$ cat src/hw/clbp_pkg.sv
`default_nettype none

package clbp_pkg;

  // riu2 coding for an eight-neighbor ring
  localparam int NEIGHBORS = 8;

  // S and M take 0..8 for uniform rings, 9 for everything else
  localparam int CODE_LEVELS = 10;

  // C (2) x S (10) x M (10)
  localparam int NUM_BINS = 200;

  localparam int PIX_W_DEFAULT = 8;
  localparam int COUNT_W_DEFAULT = 16;

  typedef logic [3:0] code_t;
  typedef logic [7:0] bin_idx_t;

endpackage

`default_nettype wire

$ cat src/hw/clbp_code_if.sv
`timescale 1ns/10ps
`default_nettype none

interface clbp_code_if;
  import clbp_pkg::*;

  // one-cycle strobe, c/s/m only meaningful while high
  logic  valid;
  logic  c;
  code_t s;
  code_t m;

  modport enc (
    output valid,
    output c,
    output s,
    output m
  );

  modport hist (
    input valid,
    input c,
    input s,
    input m
  );

endinterface

`default_nettype wire

$ cat src/hw/clbp_encoder.sv
`timescale 1ns/10ps
`default_nettype none

module clbp_encoder #(
  parameter int PIX_W = clbp_pkg::PIX_W_DEFAULT
) (
  input  wire                                  clk,
  input  wire                                  rst_n,
  input  wire                                  pixel_valid_i,
  input  wire [PIX_W-1:0]                      center_i,
  input  wire [clbp_pkg::NEIGHBORS*PIX_W-1:0]  neighbors_i,
  input  wire [PIX_W-1:0]                      c_thresh_i,
  input  wire [PIX_W-1:0]                      m_thresh_i,
  clbp_code_if.enc                             code_o
);
  import clbp_pkg::*;

  logic [PIX_W-1:0]     nbr  [NEIGHBORS];
  logic [PIX_W-1:0]     diff [NEIGHBORS];
  logic [NEIGHBORS-1:0] sign_ring;
  logic [NEIGHBORS-1:0] mag_ring;
  logic                 c_bit;
  code_t                s_code;
  code_t                m_code;

  // rotation-invariant uniform code of one bit ring
  function automatic code_t riu2_code(input logic [NEIGHBORS-1:0] ring);
    int transitions;
    int ones;
    transitions = 0;
    ones = 0;
    for (int k = 0; k < NEIGHBORS; k++) begin
      // circular, so the last bit is compared with bit 0
      transitions += int'(ring[k] ^ ring[(k + 1) % NEIGHBORS]);
      ones += int'(ring[k]);
    end
    if (transitions <= 2) begin
      riu2_code = code_t'(ones);
    end else begin
      riu2_code = code_t'(CODE_LEVELS - 1);
    end
  endfunction

  // sign and magnitude rings
  always_comb begin
    for (int k = 0; k < NEIGHBORS; k++) begin
      nbr[k] = neighbors_i[k*PIX_W +: PIX_W];
      if (nbr[k] >= center_i) begin
        diff[k] = nbr[k] - center_i;
      end else begin
        diff[k] = center_i - nbr[k];
      end
      sign_ring[k] = (nbr[k] >= center_i);
      mag_ring[k]  = (diff[k] >= m_thresh_i);
    end
  end

  assign c_bit  = (center_i >= c_thresh_i);
  assign s_code = riu2_code(sign_ring);
  assign m_code = riu2_code(mag_ring);

  // single output stage
  always_ff @(posedge clk) begin
    if (!rst_n) begin
      code_o.valid <= 1'b0;
    end else begin
      code_o.valid <= pixel_valid_i;
    end
  end

  always_ff @(posedge clk) begin
    if (pixel_valid_i) begin
      code_o.c <= c_bit;
      code_o.s <= s_code;
      code_o.m <= m_code;
    end
  end

endmodule

`default_nettype wire

$ cat src/flat_wrapper.sv
// flat-port wrapper written by rule: the top's interface ports become plain ports
module clbp_encoder_flat import clbp_pkg::*;
#(
  parameter int PIX_W = clbp_pkg::PIX_W_DEFAULT
)
  (clk, rst_n, pixel_valid_i, center_i, neighbors_i, c_thresh_i, m_thresh_i, code_o_valid, code_o_c, code_o_s, code_o_m);
  clbp_code_if code_o_i ();
  input  wire clk;
  input  wire rst_n;
  input  wire pixel_valid_i;
  input  wire [PIX_W-1:0] center_i;
  input  wire [clbp_pkg::NEIGHBORS*PIX_W-1:0] neighbors_i;
  input  wire [PIX_W-1:0] c_thresh_i;
  input  wire [PIX_W-1:0] m_thresh_i;
  output wire logic [$bits(code_o_i.valid)-1:0] code_o_valid;
  output wire logic [$bits(code_o_i.c)-1:0] code_o_c;
  output wire logic [$bits(code_o_i.s)-1:0] code_o_s;
  output wire logic [$bits(code_o_i.m)-1:0] code_o_m;
  assign code_o_valid = code_o_i.valid;
  assign code_o_c = code_o_i.c;
  assign code_o_s = code_o_i.s;
  assign code_o_m = code_o_i.m;
  clbp_encoder #(.PIX_W(PIX_W)) u_core (.clk(clk), .rst_n(rst_n), .pixel_valid_i(pixel_valid_i), .center_i(center_i), .neighbors_i(neighbors_i), .c_thresh_i(c_thresh_i), .m_thresh_i(m_thresh_i), .code_o(code_o_i));
endmodule
$ cat config.mk
export PLATFORM = sky130hd
export DESIGN_NAME = clbp_encoder_flat
export DESIGN_NICKNAME = d
export VERILOG_FILES = /design/src/hw/clbp_pkg.sv /design/src/hw/clbp_code_if.sv /design/src/hw/clbp_encoder.sv /design/src/flat_wrapper.sv
export SDC_FILE = /design/constraint.sdc
export NUM_CORES = 1
export LEC_CHECK = 0
export BUFFER_PORTS_ARGS = -buffer_cell sky130_fd_sc_hd__buf_4
export CAP_MARGIN = 20
export CORE_UTILIZATION = 50
export CTS_CLUSTER_DIAMETER = 200
export CTS_CLUSTER_SIZE = 30
export DETAILED_ROUTE_END_ITERATION = 10
export HOLD_SLACK_MARGIN = 0.02
export PLACE_DENSITY = 0.71
export SYNTH_ARGS = -nofsm -noshare
export SYNTH_HDL_FRONTEND = slang
export SYNTH_SLANG_ARGS = --single-unit
$ cat constraint.sdc
create_clock -name clk -period 8.4 [get_ports clk]
set_input_delay 0.42 -clock clk [delete_from_list [all_inputs] [get_ports clk]]
set_output_delay 0.42 -clock clk [all_outputs]
set_load 0.1 [all_outputs]
==> impl_metrics.ini, run 1 <==
[status]
status = complete, but fails checks
violations = DRC

[final_layout]
drive_above_1_share_pct = 11.0
stdcell_count = 1135
area.growth.synth_to_final_pct = 10.6
num-nets-final = 1279
antenna_cells = 0

[route]
first_pass_iters = 8
ant_nets = 0
vias = 6586
routed_wl_um = 20100
wl_per_cell_um = 17.7
via_per_inst = 5.80
drtIter0Drc = 471
drc = 11

[worst_hold_path]
hp-class = input port to flip-flop
hold_path_depth = 2

[yosys]
ys_seq_area_share_pct = 3.84
yosysWarningCount = 0
netlist_instances = 884
synth_area_um2 = 7560
postSynthAreaPerCell_um2 = 8.55
synth-edff-count = 9
syn_nets = 1211
ys_types = 38
yosys_most_used_dff = edfxtp_1
synthArstFlopShare_pct = 0
ys_ff_latch = 10

[setup_path]
crit_type = input port to flip-flop
critPathLaunchType = input port
critical_path_required_ns = 8.38
end_kind = flip-flop
crit_fanout = 18
worstPathArrival_ns = 7.41

[grt]
grt_pass1_vias = 6390
grt_max_degree = 19
grt_pass1_wl_um = 32000
track_usage_pct = 25.8
overflow = 0
grt_util_met2_pct = 43.4
global_route.usage.met3_pct = 1.63
antenna_found_initial = 0
busiest_layer = met2
grt_util_met1_pct = 36.1

[clock_network]
root_buffer = clkbuf_16
clk_pin_slew_ns = 0.04
cts_tree = done
clock-sinks = 10
ctsLongestPathBuffers = 2
cts_resized = 0
cts-hold-fix-buffers = 0
cts_buffers = 3
cts_setup_buffers = 0
htree_levels = 1

[timing]
fin_setup_tns_ns = 0
layout_min_cycle_time_ns = 7.42
slew_viol_final = 0
rsz0062_at_grt = no
layout_setup_ws_ns = 0.977
max_freq_mhz = 135
hold_viol = 0
tightest_slew_ns = 0.981
relSlewSlack_pct = 34.6
finalSetupViolCount = 0
finalCritPeriodShare_pct = 88.4

[power]
leakagePower_nw = 4.68
report.power.total_mw = 1.84
power_density_nw_per_um2 = 220
irDropWorstVdd_mv = 0.245

[placement]
place.gp.congestion = 0.907
pre_cts_slack_ns = 0.689
detailed_place_hpwl_um = 16000
io_buffer_count = 100
place_inst = 1131

[floorplan]
core-area_um2 = 14600
initial_core_util_pct = 51.6
rows = 44
fp.dieW_um = 125
die_h_um = 125
dieArea_um2 = 15600
pin_count = 101

[flow_run]
maxCapViolCount = 0
area by class of cell:
type	instances	area (um2)
Multi-Input combinational cell	707	6500
Fill cell	1380	6290
Timing Repair Buffer	101	758
Inverter	129	484
Sequential cell	10	290
Tap cell	184	230
Clock buffer	4	88.8
layout by cell type, fill, tap and decap left out, types with 9 or more instances in the layout:
cell type | Yosys | routed
o21ai_0 | 23 | 23
nand2_1 | 33 | 33
nand2b_1 | 11 | 11
nor3_1 | 10 | 10
a211oi_1 | 14 | 14
a21o_1 | 67 | 67
fa_1 | 32 | 32
buf_4 | 12 | 101
xnor2_1 | 33 | 33
edfxtp_1 | 9 | 9
mux2i_1 | 48 | 48
inv_1 | 129 | 129
a31oi_1 | 16 | 16
a21oi_1 | 93 | 93
nand3b_1 | 14 | 14
ha_1 | 204 | 204
xor2_1 | 31 | 31
power by group:
part	leakage, nW	total (mW)	switching (mW)	internal [mW]
Sequential	0.0961	0.128	0.00553	0.123
Combinational	4.54	1.62	0.949	0.669
Clock	0.0442	0.0937	0.0221	0.0715
Total	4.68	1.84	0.977	0.863
state kept, by name (all words and copies together), names as in the netlist:
name / count
u_core.code_o.c: 1
u_core.code_o.m: 4
u_core.code_o.s: 4
u_core.code_o.valid: 1
cell usage after synthesis (2+ instances only):
| master | number | area (um2) |
|---|---|---|
| nand2b_1 | 11 | 68.8 |
| a21oi_1 | 93 | 465 |
| inv_1 | 129 | 484 |
| nand2_1 | 33 | 124 |
| xor2_1 | 31 | 272 |
| a41o_1 | 8 | 80.1 |
| or2_1 | 7 | 43.8 |
| a221o_1 | 2 | 20.0 |
| a31oi_1 | 16 | 100 |
| mux2_1 | 8 | 90.1 |
| ha_1 | 204 | 2550 |
| fa_1 | 32 | 641 |
| nor3_1 | 10 | 50.1 |
| a211oi_1 | 14 | 105 |
| nand4_1 | 8 | 50.1 |
| mux2i_1 | 48 | 480 |
| buf_6 | 12 | 135 |
| clkbuf_1 | 14 | 52.6 |
| a21o_1 | 67 | 503 |
| o21ai_0 | 23 | 115 |
| edfxtp_1 | 9 | 270 |
| o311a_1 | 8 | 80.1 |
| nand3b_1 | 14 | 105 |
| o31a_1 | 6 | 52.6 |
| a221oi_1 | 2 | 17.5 |
| nor2_1 | 8 | 30.0 |
| o2111ai_1 | 8 | 70.1 |
| a2111oi_0 | 6 | 52.6 |
| xnor2_1 | 33 | 289 |
| buf_4 | 12 | 90.1 |
cells by family (layout without fill, tap and decap cells):
group | after synthesis | count (layout) | share of synthesized area [%]
flops | 10 | 10 | 3.84
fa+ha+maj | 236 | 236 | 42.3
simple gates | 95 | 95 | 6.56
xor+xnor | 64 | 64 | 7.42
mux | 56 | 56 | 7.55
buf+inv | 167 | 234 | 10.1
compound gates | 256 | 256 | 22.3
per-layer routing:
metal / wire, um / part of all wire (%)
met1: 9430 / 47
met5: 0 / 0
met4: 433 / 2.2
met3: 1240 / 6.2
met2: 8950 / 45
metrics by stage:
step / util (%) / hold slack (ns) / cell area, um2
3_5_place_dp: 56.5 / 0.634 / 8270
6_report: 57.1 / 0.389 / 8360
2_1_floorplan: - / 0.532 / 7560
3_3_place_gp: 56.5 / 0.632 / 8270
4_1_cts: 57.1 / 0.387 / 8360
5_1_grt: 57.1 / 0.410 / 8360
critical path, stage by stage:
cell and delay (ns):
buf_4 0.31, inv_1 0.53, fa_1 0.61, a21o_1 0.20, a21oi_1 0.16, o311a_1 0.53, mux2i_1 0.33, xor2_1 0.19
ha_1 0.25, o2111ai_1 0.18, nor2_1 0.07, a221o_1 0.37, ha_1 0.34, inv_1 0.07, fa_1 0.51, fa_1 0.56
inv_1 0.06, fa_1 0.55, ha_1 0.17, inv_1 0.05, fa_1 0.37, nor2_1 0.10, nand2_1 0.06, a21oi_1 0.15
o22a_1 0.18, o21ai_0 0.07
final timing paths:
| check | start | endpoint |
|---|---|---|
| max | center_i[1] | u_core.code_o.m[3] |
| min | rst_n | u_core.code_o.valid |
Power figures use the tool's default switching activity.
==> run 2: changes to the inputs <==
--- a/config.mk
+++ b/config.mk
@@ -7,12 +7,14 @@
 export LEC_CHECK = 0
 export BUFFER_PORTS_ARGS = -buffer_cell sky130_fd_sc_hd__buf_4
 export CAP_MARGIN = 20
-export CORE_UTILIZATION = 50
+export CELL_PAD_IN_SITES_DETAIL_PLACEMENT = 0
+export CELL_PAD_IN_SITES_GLOBAL_PLACEMENT = 1
+export CORE_UTILIZATION = 46
 export CTS_CLUSTER_DIAMETER = 200
 export CTS_CLUSTER_SIZE = 30
 export DETAILED_ROUTE_END_ITERATION = 10
 export HOLD_SLACK_MARGIN = 0.02
-export PLACE_DENSITY = 0.71
+export PLACE_DENSITY_LB_ADDON = 0.1
 export SYNTH_ARGS = -nofsm -noshare
 export SYNTH_HDL_FRONTEND = slang
 export SYNTH_SLANG_ARGS = --single-unit
==> run 2 against run 1 <==
Effect of this change: the run now ends clean; count of clock-buffer cells in the layout is the same; global-route usage shrank 1.3 points; fmax grew 1.9%; critical path depth is the same; cell count grew 3.1%; die area grew 8.6%; largest cell class unchanged.
==> impl_metrics.ini, run 2 (synthesized netlist as in run 1, its figures left out) <==
[status]
status = complete, no violations

[clock_network]
root_buffer = clkbuf_16
cts_resized = 0
ctsLongestPathBuffers = 2
clock-sinks = 10
htree_levels = 1
cts_buffers = 3
clk_pin_slew_ns = 0.04
cts-hold-fix-buffers = 0
cts_tree = done
cts_setup_buffers = 0

[timing]
rsz0062_at_grt = no
tightest_slew_ns = 1.03
finalCritPeriodShare_pct = 86.7
relSlewSlack_pct = 31.4
layout_min_cycle_time_ns = 7.28
fin_setup_tns_ns = 0
hold_viol = 0
finalSetupViolCount = 0
max_freq_mhz = 137
slew_viol_final = 0

[final_layout]
num-fill-cells = 1567
largestRegisters = u_core.code_o.m x4, u_core.code_o.s x4
num-nets-final = 1282
final_common_cell = ha_1
final_cell_mix = ha_1, inv_1, buf_4, a21oi_1, a21o_1
area.growth.synth_to_final_pct = 11.4
multi_input_area_um2 = 6500
fin_util_pct = 52.8
antenna_cells = 0
drive_above_1_share_pct = 11.3
register_area_um2 = 290

[grt]
grt_max_degree = 19
overflow = 0
antenna_found_initial = 0
grt_pass1_vias = 5980
track_usage_pct = 24.5
grt_pass1_wl_um = 31300

[route]
vias = 6341
drc = 0
via_per_inst = 5.42
first_pass_iters = 5
wl_per_cell_um = 17.7
drtIter0Drc = 245
ant_nets = 0
routed_wl_um = 20700

[power]
irDropWorstVdd_mv = 0.309
pwr-share-clk_pct = 5.1
power_density_nw_per_um2 = 215
leakagePower_nw = 4.69
seqPwrFrac_pct = 7.1
cell_internal_pwr_uw = 850
switching_power_uw = 956
p_sw_share_pct = 52.9
comb_power_share_pct = 87.8

[setup_path]
crit_fanout = 18
worstPathArrival_ns = 7.26
crit_type = input port to flip-flop
critical_path_required_ns = 8.38
critPathLaunchType = input port
cp_slowest_cell = fa_1
crit_top_cell = fa_1
end_kind = flip-flop
cpPeakStageDelay_ns = 0.61

[placement]
detailed_place_hpwl_um = 16200
io_buffer_count = 100
place.gp.congestion = 0.865

[floorplan]
die_h_um = 130
fp.dieW_um = 130
dieArea_um2 = 16900
core-area_um2 = 15900
initial_core_util_pct = 47.4
rows = 46
pin_count = 101

[worst_hold_path]
holdPathEnd = u_core.code_o.valid
hold_start = rst_n
hp-class = input port to flip-flop
hold_path_depth = 2

[flow_run]
maxCapViolCount = 0
run 2: worst max-delay path by stage:
stage                 from                  to  slack [ns]  depth (start not counted)
5_1_grt        center_i[1]  u_core.code_o.m[3]        0.51                         26
4_1_cts        center_i[1]  u_core.code_o.m[3]        1.02                         26
2_1_floorplan  center_i[1]  u_core.code_o.m[3]        2.01                         26
3_3_place_gp   center_i[1]  u_core.code_o.m[3]        0.92                         26
6_report       center_i[1]  u_core.code_o.m[3]        1.12                         26
3_5_place_dp   center_i[1]  u_core.code_o.m[3]        0.76                         26
run 2: area by class of cell:
class | instances | area share, %
clock buffer | 4 | 1.06
inverter | 129 | 5.75
multi-input combinational | 707 | 77.3
sequential | 10 | 3.45
tap | 216 | 3.21
timing repair buffer | 104 | 9.27
run 2: layer usage:
| metal | share of wire (%) | global-route usage [%] | wire length [um] |
|---|---|---|---|
| met2 | 48 | 44.8 | 9940 |
| met5 | 0 | 0 | 0 |
| met3 | 4.2 | 0.943 | 873 |
| met1 | 46 | 31.9 | 9540 |
| met4 | 1.7 | 4.72 | 342 |
run 2: worst max-delay path: cells and delay by family:
kind	cells	cell delay, ns
adder cells (fa/ha/maj)	8	3.30
AND/OR/NAND/NOR	3	0.22
XOR/XNOR	1	0.17
AO/OA/AOI/OAI	8	1.83
buffers and inverters	5	1.03
multiplexers	1	0.27
run 2: power groups by stage:
stage | logic (mW) | clock network (mW) | registers (mW)
2_1_floorplan | 1.10 | 0 | 0.286
3_3_place_gp | 1.58 | 0 | 0.129
3_5_place_dp | 1.60 | 0 | 0.129
4_1_cts | 1.61 | 0.0937 | 0.129
5_1_grt | 1.81 | 0.0965 | 0.131
6_report | 1.59 | 0.0925 | 0.128
run 2: per-stage QoR:
step | setup WS [ns] | power [mW] | std cells | hold WS [ns] | instance area, um2
3_3_place_gp | 0.917 | 1.71 | 1166 | 0.632 | 8330
6_report | 1.12 | 1.81 | 1170 | 0.394 | 8420
3_5_place_dp | 0.765 | 1.72 | 1166 | 0.633 | 8330
2_1_floorplan | 2.01 | 1.39 | 884 | 0.532 | 7560
5_1_grt | 0.514 | 2.03 | 1170 | 0.399 | 8420
4_1_cts | 1.02 | 1.83 | 1170 | 0.393 | 8420
==> run 3: changes to the inputs <==
--- a/config.mk
+++ b/config.mk
@@ -9,6 +9,7 @@
 export CAP_MARGIN = 20
 export CELL_PAD_IN_SITES_DETAIL_PLACEMENT = 0
 export CELL_PAD_IN_SITES_GLOBAL_PLACEMENT = 1
+export CORE_ASPECT_RATIO = 0.9
 export CORE_UTILIZATION = 46
 export CTS_CLUSTER_DIAMETER = 200
 export CTS_CLUSTER_SIZE = 30
==> run 3 against run 2 <==
Effect of this change: worst hold slack improved by 0.0072 ns; combinational power about the same; critical path type unchanged; critical path depth shrank 2; non-clock buffer count did not move; largest power group unchanged.
==> impl_metrics.ini, run 3 (synthesized netlist as in run 1, its figures left out) <==
[final_layout]
stdcell_count = 1161
fin_util_pct = 52.2
num-nets-final = 1282
largestRegisters = u_core.code_o.m x4, u_core.code_o.s x4
final_common_cell = ha_1
antenna_cells = 0
num-fill-cells = 1567
area.growth.synth_to_final_pct = 11.1
drive_above_1_share_pct = 11.2
final_cell_mix = ha_1, inv_1, buf_4, a21oi_1, a21o_1

[clock_network]
cts_buffers = 3
cts_resized = 0
cts-hold-fix-buffers = 0
ctsLongestPathBuffers = 2
cts_tree = done
htree_levels = 1
clock-sinks = 10
root_buffer = clkbuf_16
clk_pin_slew_ns = 0.04
cts_setup_buffers = 0

[power]
power_density_nw_per_um2 = 219
irDropWorstVdd_mv = 0.566
leakagePower_nw = 4.69

[placement]
io_buffer_count = 100
place_inst = 1157
detailed_place_hpwl_um = 17800
place.gp.congestion = 0.892

[setup_path]
critPathLaunchType = input port
end_kind = flip-flop
crit_fanout = 14
cpPeakStageDelay_ns = 0.67
path_cells = buf_4, inv_1, ha_1, a41o_1, a21oi_1, o311a_1, mux2_1, ha_1, a21o_1, a2111oi_0, o31a_1, xor2_1, fa_1, fa_1, inv_1, fa_1, ha_1, inv_1, fa_1, nor2_1, nand2_1, a21oi_1, o22a_1, o21ai_0
worstPathArrival_ns = 7.18
path_buf_inv = 4
crit_type = input port to flip-flop
path_delay_family = adder cells
crit_top_cell = fa_1
cp_slowest_cell = inv_1
critical_path_required_ns = 8.38
cp.depth = 24

[route]
vias = 6640
routed_wl_um = 22600
ant_nets = 0
via_per_inst = 5.72
first_pass_iters = 5
wl_per_cell_um = 19.5
drc = 0
drtIter0Drc = 378

[timing]
rsz0062_at_grt = no
layout_min_cycle_time_ns = 7.20
fin_setup_tns_ns = 0
finalSetupViolCount = 0
slew_viol_final = 0
finalCritPeriodShare_pct = 85.7
hold_viol = 0
max_freq_mhz = 139
tightest_slew_ns = 0.937
relSlewSlack_pct = 37.5

[grt]
grt_pass1_vias = 6667
antenna_found_initial = 0
grt_max_degree = 18
overflow = 0
track_usage_pct = 27.1
grt_pass1_wl_um = 34700

[status]
status = complete, no violations

[floorplan]
dieArea_um2 = 16900
pin_count = 101
rows = 44
initial_core_util_pct = 47.0
core-area_um2 = 16100
fp.dieW_um = 137
die_h_um = 124

[flow_run]
maxCapViolCount = 0

[worst_hold_path]
hold_path_depth = 2
hp-class = input port to flip-flop
## run 3: path summary, 6_finish.rpt
path                        start                   to  slack [ns]
worst max-delay path  center_i[1]   u_core.code_o.m[3]        1.20
worst min-delay path        rst_n  u_core.code_o.valid        0.40
## run 3: cell type report
cell class                 count  area, um2  area share, %
inverter                     129        484           5.77
sequential                    10        290           3.46
multi-input combinational    707       6500           77.5
clock buffer                   4       78.8          0.939
timing repair buffer         104        781           9.30
tap                          207        259           3.08
## run 3: per-stage QoR
step	setup slack [ns]	power, mW	hold WS [ns]	area (um2)
4_1_cts	1.18	1.85	0.404	8400
3_5_place_dp	0.962	1.75	0.644	8320
5_1_grt	0.700	2.09	0.399	8400
2_1_floorplan	2.01	1.39	0.532	7560
6_report	1.20	1.84	0.401	8400
3_3_place_gp	1.11	1.68	0.630	8320
## run 3: per-layer routing
metal  global-route usage [%]  wire, um  vias up
li1                         -         -     3275
met3                     3.09      1270       31
met4                     6.32       448        0
met2                     46.8     10400      211
met1                     36.1     10500     3123
met5                        0         0        -
## run 3: power breakdown
group,internal (mW),switching (mW),leakage [nW],total (mW)
logic,0.663,0.961,4.55,1.62
registers,0.123,0.00613,0.0961,0.129
clock network,0.0635,0.0213,0.0382,0.0848
total,0.849,0.988,4.69,1.84
